<file path="src/dz_pkg.sv">
package dz_pkg;

    localparam int DEBOUNCE_CYCLES = 16;             // Equal samples before a key level is taken
    localparam int DB_CNT_W = 5;
    localparam int SCAN_DIV = 4;                     // clk cycles per matrix row
    localparam int SCAN_CNT_W = 2;
    localparam int SEC_DIV = 64;                     // Row strobes per second, eight frames
    localparam int SEC_CNT_W = 6;
    localparam int ROWS = 8;
    localparam int ROW_W = 3;
    localparam int DIGIT_W = 3;
    localparam logic [DIGIT_W-1:0] START_DIGIT = 3'd7;

    // Red column word for one row of a digit, rows not listed stay dark
    function automatic logic [7:0] glyph_red(
        input logic [DIGIT_W-1:0] digit,
        input logic [ROW_W-1:0]   row_idx
    );
        logic [7:0] cols;
        case ({digit, row_idx})
            {3'd7, 3'd1}, {3'd7, 3'd2}:               cols = 8'b0010_0010;
            {3'd6, 3'd0}:                             cols = 8'b0111_1000;
            {3'd6, 3'd1}:                             cols = 8'b1100_1100;
            {3'd6, 3'd2}:                             cols = 8'b0000_1100;
            {3'd6, 3'd3}:                             cols = 8'b0001_1000;
            {3'd6, 3'd4}, {3'd6, 3'd6}:               cols = 8'b0011_0000;
            {3'd5, 3'd1}:                             cols = 8'b0111_1110;
            {3'd5, 3'd2}:                             cols = 8'b0110_0000;
            {3'd5, 3'd3}:                             cols = 8'b0111_1100;
            {3'd5, 3'd4}, {3'd5, 3'd5}:               cols = 8'b0000_0110;
            {3'd5, 3'd6}:                             cols = 8'b0110_0110;
            {3'd5, 3'd7}:                             cols = 8'b0011_1100;
            {3'd4, 3'd1}, {3'd4, 3'd6}, {3'd4, 3'd7}: cols = 8'b0000_1100;
            {3'd4, 3'd2}:                             cols = 8'b0001_1100;
            {3'd4, 3'd3}:                             cols = 8'b0010_1100;
            {3'd4, 3'd4}:                             cols = 8'b0100_1100;
            {3'd4, 3'd5}:                             cols = 8'b0111_1110;
            {3'd3, 3'd1}, {3'd3, 3'd7}:               cols = 8'b0011_1100;
            {3'd3, 3'd2}, {3'd3, 3'd6}:               cols = 8'b0110_0110;
            {3'd3, 3'd3}, {3'd3, 3'd5}:               cols = 8'b0000_0110;
            {3'd3, 3'd4}:                             cols = 8'b0001_1100;
            {3'd2, 3'd1}:                             cols = 8'b0011_1100;
            {3'd2, 3'd2}:                             cols = 8'b0110_0110;
            {3'd2, 3'd3}:                             cols = 8'b0000_0110;
            {3'd2, 3'd4}:                             cols = 8'b0000_1100;
            {3'd2, 3'd5}:                             cols = 8'b0011_0000;
            {3'd2, 3'd6}:                             cols = 8'b0110_0000;
            {3'd2, 3'd7}:                             cols = 8'b0111_1110;
            default:                                  cols = 8'b0000_0000;
        endcase
        return cols;
    endfunction

    // Green column word, digits 3 and 2 are yellow and reuse the red shape
    function automatic logic [7:0] glyph_green(
        input logic [DIGIT_W-1:0] digit,
        input logic [ROW_W-1:0]   row_idx
    );
        logic [7:0] cols;
        case ({digit, row_idx})
            {3'd7, 3'd1}:                             cols = 8'b0010_0010;
            {3'd7, 3'd2}:                             cols = 8'b0111_0111;
            {3'd1, 3'd1}, {3'd1, 3'd2}, {3'd1, 3'd4}: cols = 8'b0001_1000;
            {3'd1, 3'd5}, {3'd1, 3'd6}:               cols = 8'b0001_1000;
            {3'd1, 3'd3}:                             cols = 8'b0011_1000;
            {3'd1, 3'd7}:                             cols = 8'b0111_1110;
            {3'd0, 3'd1}, {3'd0, 3'd7}:               cols = 8'b0011_1100;
            {3'd0, 3'd2}, {3'd0, 3'd3}, {3'd0, 3'd4}: cols = 8'b0100_0010;
            {3'd0, 3'd5}, {3'd0, 3'd6}:               cols = 8'b0100_0010;
            default:
                cols = (digit == 3'd3 || digit == 3'd2) ? glyph_red(digit, row_idx) : 8'b0000_0000;
        endcase
        return cols;
    endfunction

endpackage

</file>
<file path="src/key_debounce.sv">
`timescale 1ns/1ps

module key_debounce (
    input  logic clk,
    input  logic rst,
    input  logic key,
    output logic start_pulse
);
    import dz_pkg::*;

    logic                key_meta;
    logic                key_sync;
    logic                key_level;
    logic [DB_CNT_W-1:0] stable_cnt;
    logic                accept;

    // The last of DEBOUNCE_CYCLES differing samples flips the accepted level
    assign accept = (key_sync != key_level) &&
                    (stable_cnt == DB_CNT_W'(DEBOUNCE_CYCLES - 1));

    always_ff @(posedge clk or posedge rst)
    begin
        if (rst)
        begin
            key_meta    <= 1'b0;
            key_sync    <= 1'b0;
            key_level   <= 1'b0;
            stable_cnt  <= '0;
            start_pulse <= 1'b0;
        end
        else
        begin
            key_meta    <= key;
            key_sync    <= key_meta;
            start_pulse <= accept && key_sync;                 // Only a press, never a release
            if (key_sync == key_level)
                stable_cnt <= '0;                              // Bounce back restarts the wait
            else if (accept)
            begin
                stable_cnt <= '0;
                key_level  <= key_sync;
            end
            else
                stable_cnt <= stable_cnt + 1'b1;
        end
    end

    // One accepted rise must be followed by a full debounce before the next
    a_single_strobe: assert property (
        @(posedge clk) disable iff (rst) start_pulse |=> !start_pulse
    );

endmodule

</file>
<file path="src/tick_gen.sv">
`timescale 1ns/1ps

module tick_gen (
    input  logic clk,
    input  logic rst,
    input  logic start_pulse,
    output logic scan_tick,
    output logic sec_tick
);
    import dz_pkg::*;

    logic [SCAN_CNT_W-1:0] scan_cnt;
    logic [SEC_CNT_W-1:0]  sec_cnt;
    logic                  scan_due;
    logic                  sec_due;

    // Strobes are raised one count early so they sit on the wrap cycle
    assign scan_due = (scan_cnt == SCAN_CNT_W'(SCAN_DIV - 2));
    assign sec_due  = scan_due && (sec_cnt == SEC_CNT_W'(SEC_DIV - 1));

    always_ff @(posedge clk or posedge rst)
    begin
        if (rst)
        begin
            scan_cnt  <= '0;
            sec_cnt   <= '0;
            scan_tick <= 1'b0;
            sec_tick  <= 1'b0;
        end
        else if (start_pulse)
        begin
            scan_cnt  <= '0;                                   // Countdown starts on a clean second
            sec_cnt   <= '0;
            scan_tick <= 1'b0;
            sec_tick  <= 1'b0;
        end
        else
        begin
            scan_tick <= scan_due;
            sec_tick  <= sec_due;
            if (scan_cnt == SCAN_CNT_W'(SCAN_DIV - 1))
                scan_cnt <= '0;
            else
                scan_cnt <= scan_cnt + 1'b1;
            if (sec_due)
                sec_cnt <= '0;
            else if (scan_due)
                sec_cnt <= sec_cnt + 1'b1;
        end
    end

    a_sec_on_scan: assert property (
        @(posedge clk) disable iff (rst) sec_tick |-> scan_tick
    );

endmodule

</file>
<file path="src/countdown_ctrl.sv">
`timescale 1ns/1ps

module countdown_ctrl (
    input  logic                       clk,
    input  logic                       rst,
    input  logic                       start_pulse,
    input  logic                       sec_tick,
    output logic [dz_pkg::DIGIT_W-1:0] digit,
    output logic                       active,
    output logic                       done
);
    import dz_pkg::*;

    logic step;
    logic last_step;

    // A second only counts while a countdown is running and not finished
    assign step      = sec_tick && active && (digit != '0);
    assign last_step = (digit == DIGIT_W'(1));

    always_ff @(posedge clk or posedge rst)
    begin
        if (rst)
        begin
            digit  <= START_DIGIT;
            active <= 1'b0;
            done   <= 1'b0;
        end
        else if (start_pulse)
        begin
            digit  <= START_DIGIT;                             // Restart wins over a second tick
            active <= 1'b1;
            done   <= 1'b0;
        end
        else if (step)
        begin
            digit <= digit - 1'b1;
            if (last_step)
                done <= 1'b1;                                  // Raised on the edge that shows 0
        end
    end

    // The flag and the shown digit must never disagree, even for a cycle
    a_done_at_zero: assert property (
        @(posedge clk) disable iff (rst) done == (active && digit == '0)
    );

endmodule

</file>
<file path="src/dz_show.sv">
`timescale 1ns/1ps

module dz_show (
    input  logic                       clk,
    input  logic                       rst,
    input  logic                       active,
    input  logic                       scan_tick,
    input  logic [dz_pkg::DIGIT_W-1:0] digit,
    output logic [7:0]                 row,
    output logic [7:0]                 colr,
    output logic [7:0]                 colg
);
    import dz_pkg::*;

    localparam logic [ROW_W-1:0] ROW_PARK = ROW_W'(ROWS - 1);

    logic [ROW_W-1:0]   row_idx;
    logic [ROW_W-1:0]   next_idx;
    logic [DIGIT_W-1:0] frame_digit;
    logic [DIGIT_W-1:0] show_digit;
    logic               advance;
    logic               frame_start;

    assign advance     = scan_tick && active;
    assign next_idx    = (row_idx == ROW_PARK) ? '0 : row_idx + 1'b1;
    assign frame_start = (next_idx == '0);

    // Row 0 takes the live digit, the rest of the frame reuses that copy
    assign show_digit = frame_start ? digit : frame_digit;

    always_ff @(posedge clk)
    begin
        if (advance && frame_start)
            frame_digit <= digit;
    end

    // Parking on the last index makes the first strobe land on row 0
    always_ff @(posedge clk or posedge rst)
    begin
        if (rst)
            row_idx <= ROW_PARK;
        else if (!active)
            row_idx <= ROW_PARK;
        else if (scan_tick)
            row_idx <= next_idx;
    end

    always_ff @(posedge clk or posedge rst)
    begin
        if (rst)
        begin
            row  <= 8'hff;
            colr <= 8'h00;
            colg <= 8'h00;
        end
        else if (!active)
        begin
            row  <= 8'hff;                                     // Blank matrix between countdowns
            colr <= 8'h00;
            colg <= 8'h00;
        end
        else if (scan_tick)
        begin
            row  <= ~(8'b0000_0001 << next_idx);               // Active low row select
            colr <= glyph_red(show_digit, next_idx);
            colg <= glyph_green(show_digit, next_idx);
        end
    end

    a_one_row: assert property (
        @(posedge clk) disable iff (rst) $countones(~row) <= 1
    );

endmodule

</file>
<file path="src/countdown_display_top.sv">
`timescale 1ns/1ps

module countdown_display_top (
    input  logic                       clk,
    input  logic                       rst,
    input  logic                       key,
    output logic [7:0]                 row,
    output logic [7:0]                 colr,
    output logic [7:0]                 colg,
    output logic [dz_pkg::DIGIT_W-1:0] digit,
    output logic                       done
);

    logic start_pulse;
    logic scan_tick;
    logic sec_tick;
    logic active;

    key_debounce u_key_debounce (
        .clk         (clk),
        .rst         (rst),
        .key         (key),
        .start_pulse (start_pulse)
    );

    tick_gen u_tick_gen (
        .clk         (clk),
        .rst         (rst),
        .start_pulse (start_pulse),
        .scan_tick   (scan_tick),
        .sec_tick    (sec_tick)
    );

    countdown_ctrl u_countdown_ctrl (
        .clk         (clk),
        .rst         (rst),
        .start_pulse (start_pulse),
        .sec_tick    (sec_tick),
        .digit       (digit),
        .active      (active),
        .done        (done)
    );

    dz_show u_dz_show (
        .clk       (clk),
        .rst       (rst),
        .active    (active),
        .scan_tick (scan_tick),
        .digit     (digit),
        .row       (row),
        .colr      (colr),
        .colg      (colg)
    );

endmodule

</file>
<file path="config.mk">
export PLATFORM = sky130hd
export DESIGN_NAME = countdown_display_top
export DESIGN_NICKNAME = d
export VERILOG_FILES = /design/src/dz_pkg.sv /design/src/key_debounce.sv /design/src/tick_gen.sv /design/src/countdown_ctrl.sv /design/src/dz_show.sv /design/src/countdown_display_top.sv
export SDC_FILE = /design/constraint.sdc
export NUM_CORES = 1
export LEC_CHECK = 0
export ABC_AREA = 1
export BUFFER_PORTS_ARGS = -buffer_cell sky130_fd_sc_hd__buf_4
export CORE_UTILIZATION = 25
export DETAILED_ROUTE_END_ITERATION = 10
export GPL_ROUTABILITY_DRIVEN = 0
export GPL_TIMING_DRIVEN = 0
export PLACE_DENSITY = 0.37
export SLEW_MARGIN = 10
export SYNTH_ARGS = -nofsm -noshare
export SYNTH_HDL_FRONTEND = slang
export SYNTH_HIERARCHICAL = 1
export SYNTH_SLANG_ARGS = --single-unit
</file>
<file path="constraint.sdc">
create_clock -name clk -period 5.94 [get_ports clk]
set_input_delay 0.594 -clock clk [delete_from_list [all_inputs] [get_ports clk]]
set_output_delay 0.594 -clock clk [all_outputs]
set_load 0.02 [all_outputs]
</file>
Word-level counts from Yosys, hierarchy flattened:

Memory sizes are Yosys's and may differ from the RTL's.
Cells that the tools add are included.
W data, S select, Z words.

* $mul: 0
* bitwise logic cells: 2
* div/mod/pow operators: 0
* $add $sub $neg: 5
* eq/ne operators: 27
* mux-type cells: 26
* order comparisons: 0
* shifts and indexed selects: 1
* reductions and logical operators: 18

Operators with widths (number)
* $mux W8: 7
* $pmux W8 S7: 1
* $eq A6 B4 Y1 const B: 7
* $eq A6 B3 Y1 const B: 4
* $eq A6 B6 Y1 const B: 3
* $mux W3: 6
* $mux W6: 3
* $eq A6 B2 Y1 const B: 2
* $mux W5: 2
* $reduce_or A5 Y1: 2
* $not A8 Y8: 1
* $shl A1 B3 Y8 const A: 1
* $logic_and A1 B1 Y1: 7
* $add A6 B1 Y6 const B: 1
* $eq A3 B2 Y1 const B: 2
* $eq A6 B1 Y1 const B: 1
* $reduce_bool A3 Y1: 2
* $add A5 B1 Y5 const B: 1
* $eq A5 B4 Y1 const B: 1
* $mux W1: 5
* $eq A2 B2 Y1 const B: 2
* $mux W2: 2
* $reduce_and A2 Y1: 2
* $reduce_bool A2 Y1: 2
* other kinds (12): 12

* bits in latches: 0
* flip-flop bits (word level): 54
* word-level logic and storage cells: 98
* output and inout bits: 28
* RAM bits: 0
* bits in read-only memories: 896
* input port bits: 3
* memories: 2

Memory list
* (no name shown): depth 64, bits a word 7, rd ports 1, clocked after memory_dff 0, write ports 0, line dz_pkg.sv:20 `case ({digit, row_idx})`
* (no name shown): depth 64, bits a word 7, rd ports 1, clocked after memory_dff 0, write ports 0, line dz_pkg.sv:20

Depth between registers and ports, before layout:

Gate-level depths: netlist (run 1).

* depth after elaboration: 10
* mapped depth: 16
* mapped depth without buffers: 16

Cells and area by module:

The synthesis (run 1) kept the hierarchy.

Modules (own cells, without submodules)
* dz_show: area an instance 1955.6 um2, times used 1, seq. area each 754.5 um2, cells an instance 276
* tick_gen: area an instance 486.7 um2, times used 1, seq. area each 250.2 um2, cells an instance 54
* key_debounce: area an instance 384.1 um2, times used 1, seq. area each 225.2 um2, cells an instance 42
* countdown_ctrl: area an instance 311.5 um2, times used 1, seq. area each 128.9 um2, cells an instance 38

Worst setup path after synthesis (run 1):

Ideal clock, no wire load.

* path kind: register -> register
* start point: reg u_dz_show.row_idx[0]
* end point: reg u_dz_show.colg[6]
* clock period less this slack: 2214 ps
* buffers on the path: 1
* path slack: 3726 ps
* data required time: 5821 ps
* cell stages (with the launch flop): 14
* arrival: 2095 ps
* library setup time: 119 ps
* cell sequence: dfstp_2 ha_1 ha_1 inv_2 nand2_4 nand2_1 nand2_2 buf_6 nand2_2 nor2_2 nor3_2 nand3_1 nand3_1 nand2_1

* word-level cells in the longest chain between the ends: 10
* elaborated cells between the ends (all ways): 32
* those cells by class: add/sub (1); eq/ne (19); mux (6); reduce/logical (5); memory (1)

Ends and longest elaborated chain
* start, declared: line dz_show.sv:17 `logic [ROW_W-1:0] row_idx;`
* start signal, assigned: line dz_show.sv:45 `row_idx <= next_idx;`
* $add A3 B1 Y3 or $eq A3 B3 Y1 (tied branches): line dz_show.sv:25 `assign next_idx = (row_idx == ROW_PARK) ? '0 : row_idx + 1'b1;`
* $mux W3 (*): line dz_show.sv:25
* branches (longest 5 deep; another with $mem_v2 Z64 W7)
* $pmux W8 S7 (*): line dz_pkg.sv:60 `case ({digit, row_idx})`
* $mux W8 (*): line dz_show.sv:62 `else if (scan_tick)`
* $mux W8 (*): line dz_show.sv:56 `else if (!active)`
* end signal, assigned: line dz_show.sv:66 `colg <= glyph_green(show_digit, next_idx);`
* end, declared: line dz_show.sv:11 `output logic [7:0] colg`

Every way passes the cells marked *. The select of a mux whose other input is x is not followed.
A chain may end at the register's enable or synchronous reset.

Final worst setup path (run 1):

* start point: reg u_dz_show.row_idx[0]
* end point: reg u_dz_show.colr[6]

* word-level cells in the longest chain between the ends: 7
* elaborated cells between the ends (all ways): 8
* those cells by class: add/sub (1); eq/ne (1); mux (4); reduce/logical (1); memory (1)

Ends and longest elaborated chain
* $add A3 B1 Y3 or $eq A3 B3 Y1 (tied branches): line dz_show.sv:25
* $mux W3 (*): line dz_show.sv:25
* $logic_not A3 Y1: line dz_show.sv:26 `assign frame_start = (next_idx == '0);`
* $mux W3: line dz_show.sv:29 `assign show_digit = frame_start ? digit : frame_digit;`
* $mem_v2 Z64 W7 (*)
* $mux W8 (*): line dz_show.sv:62
* $mux W8 (*): line dz_show.sv:56
* end signal, assigned: line dz_show.sv:65 `colr <= glyph_red(show_digit, next_idx);`
* end, declared: line dz_show.sv:10 `output logic [7:0] colr,`

Mark *: on every way between the ends. The rest lies on a longest branch, timed or not. The select of a mux whose other input is x is not followed.

==> key figures, run 1 <==
Routing
  • Routed WL per cell: ~13 um
  • DR vias/cell: 4.40
  • Starting DRT DRC Count: between 150 and 200
  • Antenna Nets Post-Route: 0
  • Via Count: 2703
  • Total wire length: 8160 um
  • DRC viols: 0
  • DR pass1 iterations: 4

Clock network
  • Clock latency on the worst-skew pair: about 0.3 ns
  • Clk root buf: clkbuf_16
  • Clock transition at the registers of the reported paths: 0.08 ns
  • Clk buf depth: 2
  • CTS tree: done
  • Cts hold-fix bufs: 0
  • Sinks on Clock Net: 53
  • Resized Gates After CTS: 0
  • Post-CTS setup repair buffer count: 0
  • Cts bufs inserted: 5
  • Number of H-tree levels: 2

Run
  • Number of max-cap violations: 0

Floorplanning
  • Row count: 40
  • Die area: ~13000 um^2
  • # IOs: 31
  • Die W: 114 um
  • Initial Utilization: 0.259
  • Core area: 12100 um^2
  • Die Y: 114 um

Timing
  • Tcrit/Tclk final: 0.458
  • Final TNS setup: 0 ns
  • RSZ-0062 raised after global routing: no
  • Peak Freq: around 370 MHz
  • Slew Viols, Final: 0
  • Post-route minimum period: between 2 and 3 ns
  • Min setup slack post-route: 3.22 ns
  • Least-Margin Pin Slew: 1.04 ns
  • Max Clock Skew: 0.00780 ns
  • Relative slew slack: 0.302
  • Fin. Hold Viols: 0
  • Setup violations, final: 0

Final layout
  • Commonest non-fill, non-tap cell in the layout: nand2_1
  • Layout area overhead: 18.4%
  • Share of cells above drive strength 1: 0.208
  • ANT cells: 0
  • # nets final: roughly 460
  • Commonest cells after routing, fill and taps aside: nand2_1 (116), nor2_1 (44), nand3_1 (40), inv_1 (39), dfrtp_1 (36)

Min path
  • Hold WC Path Type: input pin to async pin

Power and ir drop
  • Pwr dens: about 190 nW/um^2
  • Max VDD drop: 0.0862 mV
  • Leak Pwr: between 1.5 and 2 nW

Worst setup path
  • Critical path required time: between 6 and 7 ns
  • CP startpoint: u_dz_show/row_idx[0]
  • Slowest-stage cell, CP: dfstp_2
  • R2r endpoint: u_dz_show/colr[6]
  • Crit Path Max Fanout: 10
  • CP Cell Sequence: ha_1 > ha_1 > inv_2 > nand2_4 > nand2_1 > nand2_1 > buf_2 > a221oi_1 > o21ai_0 > o21ai_1
  • Startpoint Class: flip-flop
  • R2R depth: 10
  • Flop-to-flop setup slack: 3.22 ns
  • RR Startpoint: u_dz_show/row_idx[0]
  • Crit path capture type: flip-flop
  • WS Path Type: flip-flop to flip-flop
  • Arrival @ worst endpoint: 2.95 ns
  • Slowest stage delay, CP: 0.60 ns
  • Setup crit end: u_dz_show/colr[6]

GRT
  • Initial antenna violation count: 0
  • Largest net degree at the start of global routing: 27
  • GRT met3 Usage: 0.0287
  • Number of global-route vias before repair: 2681
  • GRT Residual Overflow: 0
  • First-pass GRT wire length: between 10000 and 15000 um
  • GRT met1 Usage: 0.195
  • Gr busiest metal: met2
  • GR Util All Layers: 0.138
  • Routing usage on met2: 0.211

Yosys
  • Primary FF master, synth: dfrtp_1
  • Seq cells post-synth: 53
  • Mapped cell area: 3140 um^2
  • Post-Syn Area per Cell: 7.65 um^2
  • Post-synthesis cell count: 410
  • Yosys cell types: 39
  • Sequential fraction of the synthesis area: 0.433
  • Mapped Nets: 425
  • Ys async rst share: 0.943
  • Post-synth EDFFs: 3
  • Yosys warning total: 6

Place
  • Pre-CTS WS: 3.26 ns
  • DPL Wire Length: 6300 um
  • Port bufs: 29

Status
  • Status: finished, final reports clean
## metrics by stage
step	instances	hold slack [ns]	power, mW	utilization	area [um^2]
3_5_place_dp	607	0.335	0.429	0.294	3570
5_1_grt	615	0.248	0.758	0.307	3720
3_3_place_gp	607	0.334	0.428	0.294	3570
2_1_floorplan	410	0.331	0.418	-	3140
4_1_cts	615	0.236	0.739	0.307	3720
6_report	615	0.236	0.722	0.307	3720
## critical path, delay by kind of cell (launching register included)
family / cells / cell delay [ns]
simple gates: 3 / 0.27
fa+ha+maj: 2 / 0.61
buf+inv: 2 / 0.39
flops: 1 / 0.60
compound gates: 3 / 0.77
## metal layers
metal / part of all wire / routed length, um
met5: 0 / 0
met4: 0.0091 / 74
met3: 0.035 / 284
met2: 0.43 / 3520
met1: 0.52 / 4280
## cells in the mapped netlist (all sizes together), types with 4 or more instances
cell type | number | area [um^2]
nand2 | 126 | 523
a21oi | 10 | 57.6
buf | 6 | 41.3
dfstp | 14 | 368
o21ai | 24 | 120
nor2 | 51 | 224
dfrtp | 36 | 901
ha | 12 | 150
o211ai | 5 | 37.5
nand4 | 4 | 25.0
inv | 48 | 180
nand3 | 46 | 260
## cell families (layout without fill, tap and decap cells)
logic type,after synthesis,count (layout),share of synthesized area
buf+inv,59,96,0.0766
compound gates,50,50,0.0949
other cells,1,1,0.00120
flops,53,53,0.433
simple gates,235,235,0.346
fa+ha+maj,12,12,0.0478
## sequential cells by signal, summed over array words and instances (netlist names)
name	count
u_countdown_ctrl/done	1
u_key_debounce/key_level	1
u_dz_show/row	8
u_countdown_ctrl/active	1
u_countdown_ctrl/digit	3
u_tick_gen/scan_cnt	2
u_key_debounce/stable_cnt	5
u_tick_gen/sec_tick	1
u_key_debounce/key_meta	1
u_dz_show/row_idx	3
u_tick_gen/scan_tick	1
u_key_debounce/start_pulse	1
u_dz_show/frame_digit	3
u_tick_gen/sec_cnt	6
u_dz_show/colg	8
u_key_debounce/key_sync	1
u_dz_show/colr	7
## worst min-delay path by stage
stage                       startpoint                 endpoint  slack (ns)  depth (start not counted)
2_1_floorplan  u_key_debounce/key_meta  u_key_debounce/key_sync        0.33                          0
3_3_place_gp   u_key_debounce/key_meta  u_key_debounce/key_sync        0.33                          0
3_5_place_dp   u_key_debounce/key_meta  u_key_debounce/key_sync        0.33                          0
4_1_cts                            rst    u_countdown_ctrl/done        0.24                          2
5_1_grt                            rst    u_countdown_ctrl/done        0.25                          2
6_report                           rst    u_countdown_ctrl/done        0.24                          2
## layout make-up
type / instances / area [um^2]
Buffer: 9 / 52.6
Clock buffer: 5 / 125
Clock inverter: 3 / 25.0
Fill cell: 1347 / 8400
Inverter: 50 / 188
Multi-Input combinational cell: 298 / 1540
Sequential cell: 53 / 1360
Tap cell: 168 / 210
Timing Repair Buffer: 29 / 218
## report_power, final
part           switching, mW  total, mW  internal (mW)  leakage [nW]
registers             0.0155      0.391          0.375         0.649
logic                 0.0190     0.0301         0.0110          1.16
clock network          0.142      0.301          0.159        0.0704
total                  0.177      0.722          0.545          1.88
(Power assumes the default switching activity.)
==> run 2: changes to the inputs <==
- ABC_AREA: 1 -> 0
- PLACE_DENSITY: 0.37 -> 0.39
- clock period: 5.94 -> 2.49 ns (I/O delays scaled with it)
==> run 2 against run 1 <==
Against the previous run: first-iteration DRC count grew 5.1%; clock skew grew 0.0031 ns; sequential cell count is the same; design area grew 4.0%; sequential share of layout area shrank 1.4 points; synthesized cell count shrank 21%; via count shrank 4.8%; combinational power grew 150%; sequential power grew 140%; final cell count shrank 15%; critical path depth shrank 1; critical path type unchanged.
==> key figures, run 2 <==
Worst setup path
  • Slowest stage delay, CP: 0.57 ns (-0.03 ns)
  • Critical path required time: 2.73 ns (-3.44 ns)
  • Arrival @ worst endpoint: 2.66 ns (-0.29 ns)
  • WS Path Type: flip-flop to flip-flop
  • Slowest-stage cell, CP: dfstp_2
  • Startpoint Class: flip-flop
  • R2R depth: 9 (-1)
  • CP Cell Sequence: ha_4 > ha_4 > nand2b_1 > buf_6 > mux2_4 > a21oi_1 > o21ai_1 > a211oi_2 > o221a_1
  • Crit Path Max Fanout: 10 (unchanged)
  • Crit path capture type: flip-flop
  • CP most frequent cell: ha_4

Floorplanning
  • Die Y: 113 um (-0.94%)
  • Initial Utilization: 0.256 (-0.00284)
  • Row count: 40 (unchanged)
  • # IOs: 31 (unchanged)
  • Core area: 12000 um^2 (-0.83%)
  • Die area: 12800 um^2 (-1.9%)
  • Die W: 113 um (-0.94%)

Yosys
  • Mapped cell area: 3080 um^2 (-1.9%)
  • Top cells by area, synth: dfrtp_1 (29%), dfstp_2 (12%), ha_1 (4.9%), o21ai_0 (4.6%), nor2_1 (3.5%)
  • Post-synth EDFFs: 3 (unchanged)
  • Ys async rst share: 0.943 (unchanged)
  • Top-count cell post-synth: dfrtp_1
  • Seq cells post-synth: 53 (unchanged)
  • Primary FF master, synth: dfrtp_1
  • Post-synthesis cell count: 324 (-21%)
  • Yosys cell types: 68 (+74%)
  • Post-Syn Area per Cell: 9.50 um^2 (+24%)
  • Sequential fraction of the synthesis area: 0.441 (+0.00845)
  • Area share of the largest cell type after synthesis: 0.293 (+0.00560)
  • Commonest cells in the netlist: dfrtp_1 (36), nor2_1 (29), o21ai_0 (28)
  • Largest area contributor in the netlist: dfrtp_1
  • Yosys warning total: 6 (unchanged)
  • Mapped Nets: 339 (-20%)

Clock network
  • Clk buf depth: 2 (unchanged)
  • Clk root buf: clkbuf_16
  • CTS tree: done
  • Clock latency on the worst-skew pair: 0.30 ns (about the same)
  • Sinks on Clock Net: 53 (unchanged)
  • Clock transition at the registers of the reported paths: 0.08 ns (about the same)
  • Number of H-tree levels: 2 (unchanged)
  • Cts bufs inserted: 5 (unchanged)

Min path
  • Worst Hold Depth: 1
  • Hold WC Path Type: input pin to flip-flop

Final layout
  • Commonest non-fill, non-tap cell in the layout: buf_4
  • Layout area overhead: 25.5%
  • Share of cells above drive strength 1: 0.290 (+0.0815)
  • Largest registers: u_dz_show/colg: 8 flops, u_dz_show/row: 8 flops, u_dz_show/colr: 7 flops
  • Non-Filler Instances: 520 (-15%)
  • Post-layout util: 0.322 (+0.0148)
  • ANT cells: 0 (unchanged)
  • Commonest cells after routing, fill and taps aside: buf_4 (41), dfrtp_1 (36), nor2_1 (28), o21ai_0 (27), nand2_1 (25)
  • # nets final: 387 (-16%)

Timing
  • Max Clock Skew: 0.0109 ns (+0.00309 ns)
  • Slew Viols, Final: 0 (unchanged)
  • Setup violations, final: 0 (unchanged)
  • Tcrit/Tclk final: 0.973 (+0.515)
  • Fin. Hold Viols: 0 (unchanged)
  • Peak Freq: 413 MHz (+12%)
  • Post-route minimum period: 2.42 ns (-0.296 ns)
  • RSZ-0062 raised after global routing: no
  • Least-Margin Pin Slew: 1.02 ns (-0.0154 ns)
  • Final TNS setup: 0 ns (unchanged)
  • Min setup slack post-route: 0.0667 ns (-3.15 ns)
  • Relative slew slack: 0.316 (+0.0138)

GRT
  • Number of global-route vias before repair: 2492 (-7.0%)
  • GRT Residual Overflow: 0 (unchanged)
  • First-pass GRT wire length: 13800 um (-0.45%)
  • GR Util All Layers: 0.140 (+0.00168)
  • GRT met1 Usage: 0.204 (+0.00889)
  • Gr busiest metal: met2
  • GRT met3 Usage: 0.0230 (-0.00566)
  • Largest net degree at the start of global routing: 27 (unchanged)
  • Initial antenna violation count: 0 (unchanged)
  • Routing usage on met2: 0.207 (-0.00351)

Place
  • Pre-CTS WS: -0.284 ns (-3.54 ns)
  • Placed insts: 500 (-18%)
  • DPL Wire Length: 5940 um (-5.7%)
  • Port bufs: 29 (unchanged)

Power and ir drop
  • Pwr dens: 449 nW/um^2 (+130%)
  • Seq pwr share: 0.535 (-0.006)
  • P_int: 1.31 mW (+140%)
  • Switching share of power: 0.243 (-0.00186)
  • Total Power Consumption: 1.73 mW (+140%)
  • Combinational fraction of design power: 0.043 (about the same)
  • Max VDD drop: 0.275 mV (+220%)
  • Leak Pwr: 1.64 nW (-13%)
  • Clock Power Share: 0.423 (+0.006)
  • Switching power: 0.422 mW (+140%)

Routing
  • Total wire length: 8270 um (+1.4%)
  • Routed WL per cell: 15.9 um (+20%)
  • Via Count: 2573 (-4.8%)
  • DR vias/cell: 4.95 (+13%)
  • Starting DRT DRC Count: 165 (+5.1%)
  • DRC viols: 0 (unchanged)
  • DR pass1 iterations: 4 (unchanged)
  • Antenna Nets Post-Route: 0 (unchanged)

Status
  • Status: finished, final reports clean

Run
  • Number of max-cap violations: 0 (unchanged)
-- run 2: path summary, 6_finish.rpt --
path	start	end	slack (ns)
worst max-delay path	u_dz_show/row_idx[1]	u_dz_show/colr[3]	0.07
worst min-delay path	key	u_key_debounce/key_meta	0.05
worst max register to register	u_dz_show/row_idx[1]	u_dz_show/colr[3]	0.07
worst min register to register	u_key_debounce/key_meta	u_key_debounce/key_sync	0.35
max in group asynchronous	rst	u_dz_show/colr[1]	1.07
min in group asynchronous	rst	u_countdown_ctrl/done	0.44
-- run 2: per-stage QoR --
stage          hold slack, ns  area (um^2)
3_5_place_dp            0.223         3480
3_3_place_gp            0.224         3480
5_1_grt                0.0331         3860
6_report               0.0495         3860
2_1_floorplan          0.0253         3080
4_1_cts                0.0398         3720
-- run 2: cell type report --
cell class / count / area, um^2
tap: 147 / 184
clock inverter: 3 / 28.8
inverter: 17 / 63.8
buffer: 20 / 96.3
clock buffer: 5 / 125
fill: 1263 / 8150
sequential: 53 / 1360
multi-input combinational: 234 / 1700
timing repair buffer: 41 / 310
-- run 2: routing by layer --
| layer | vias to the layer above | wire, um |
|---|---|---|
| li1 | 1252 | - |
| met2 | 46 | 3660 |
| met3 | 7 | 271 |
| met4 | 0 | 125 |
| met1 | 1268 | 4210 |
| met5 | - | 0 |
-- run 2: repair_timing --
action,4_1_cts,5_1_grt
buffers inserted,2,9
setup endpoints to repair,14,13
pin swaps,1,7
resized for setup,11,18
hold endpoints to repair,21,0
hold buffers,1,0
-- run 2: logic make-up (layout without fill, tap and decap cells) --
| kind of cell | after synthesis | after routing | synth area share |
|---|---|---|---|
| and+or+nand+nor | 109 | 109 | 0.189 |
| AOI/OAI and AO/OA | 90 | 90 | 0.193 |
| DFF | 53 | 53 | 0.441 |
| buffers and inverters | 37 | 86 | 0.0496 |
| muxes | 16 | 16 | 0.0594 |
| adders and majority gates | 12 | 12 | 0.0488 |
| xor gates and xnor gates | 6 | 6 | 0.0171 |
| other | 1 | 1 | 0.00122 |
-- run 2: power by group through the flow --
stage               sequential (mW)  clock [mW]  combinational, mW
floorplan                     0.937           0             0.0575
global placement              0.943           0             0.0751
detailed placement            0.942           0             0.0753
CTS                           0.927       0.761             0.0768
global route                  0.934       0.798             0.0903
finish                        0.927       0.732             0.0743
-- run 2: worst max-delay path, delay by kind of cell (launching register included) --
kind	cells	cell delay, ns
AO/OA/AOI/OAI	4	0.76
adder cells (fa/ha/maj)	2	0.37
buffers and inverters	1	0.16
flip-flops	1	0.57
multiplexers	1	0.35
AND/OR/NAND/NOR	1	0.15
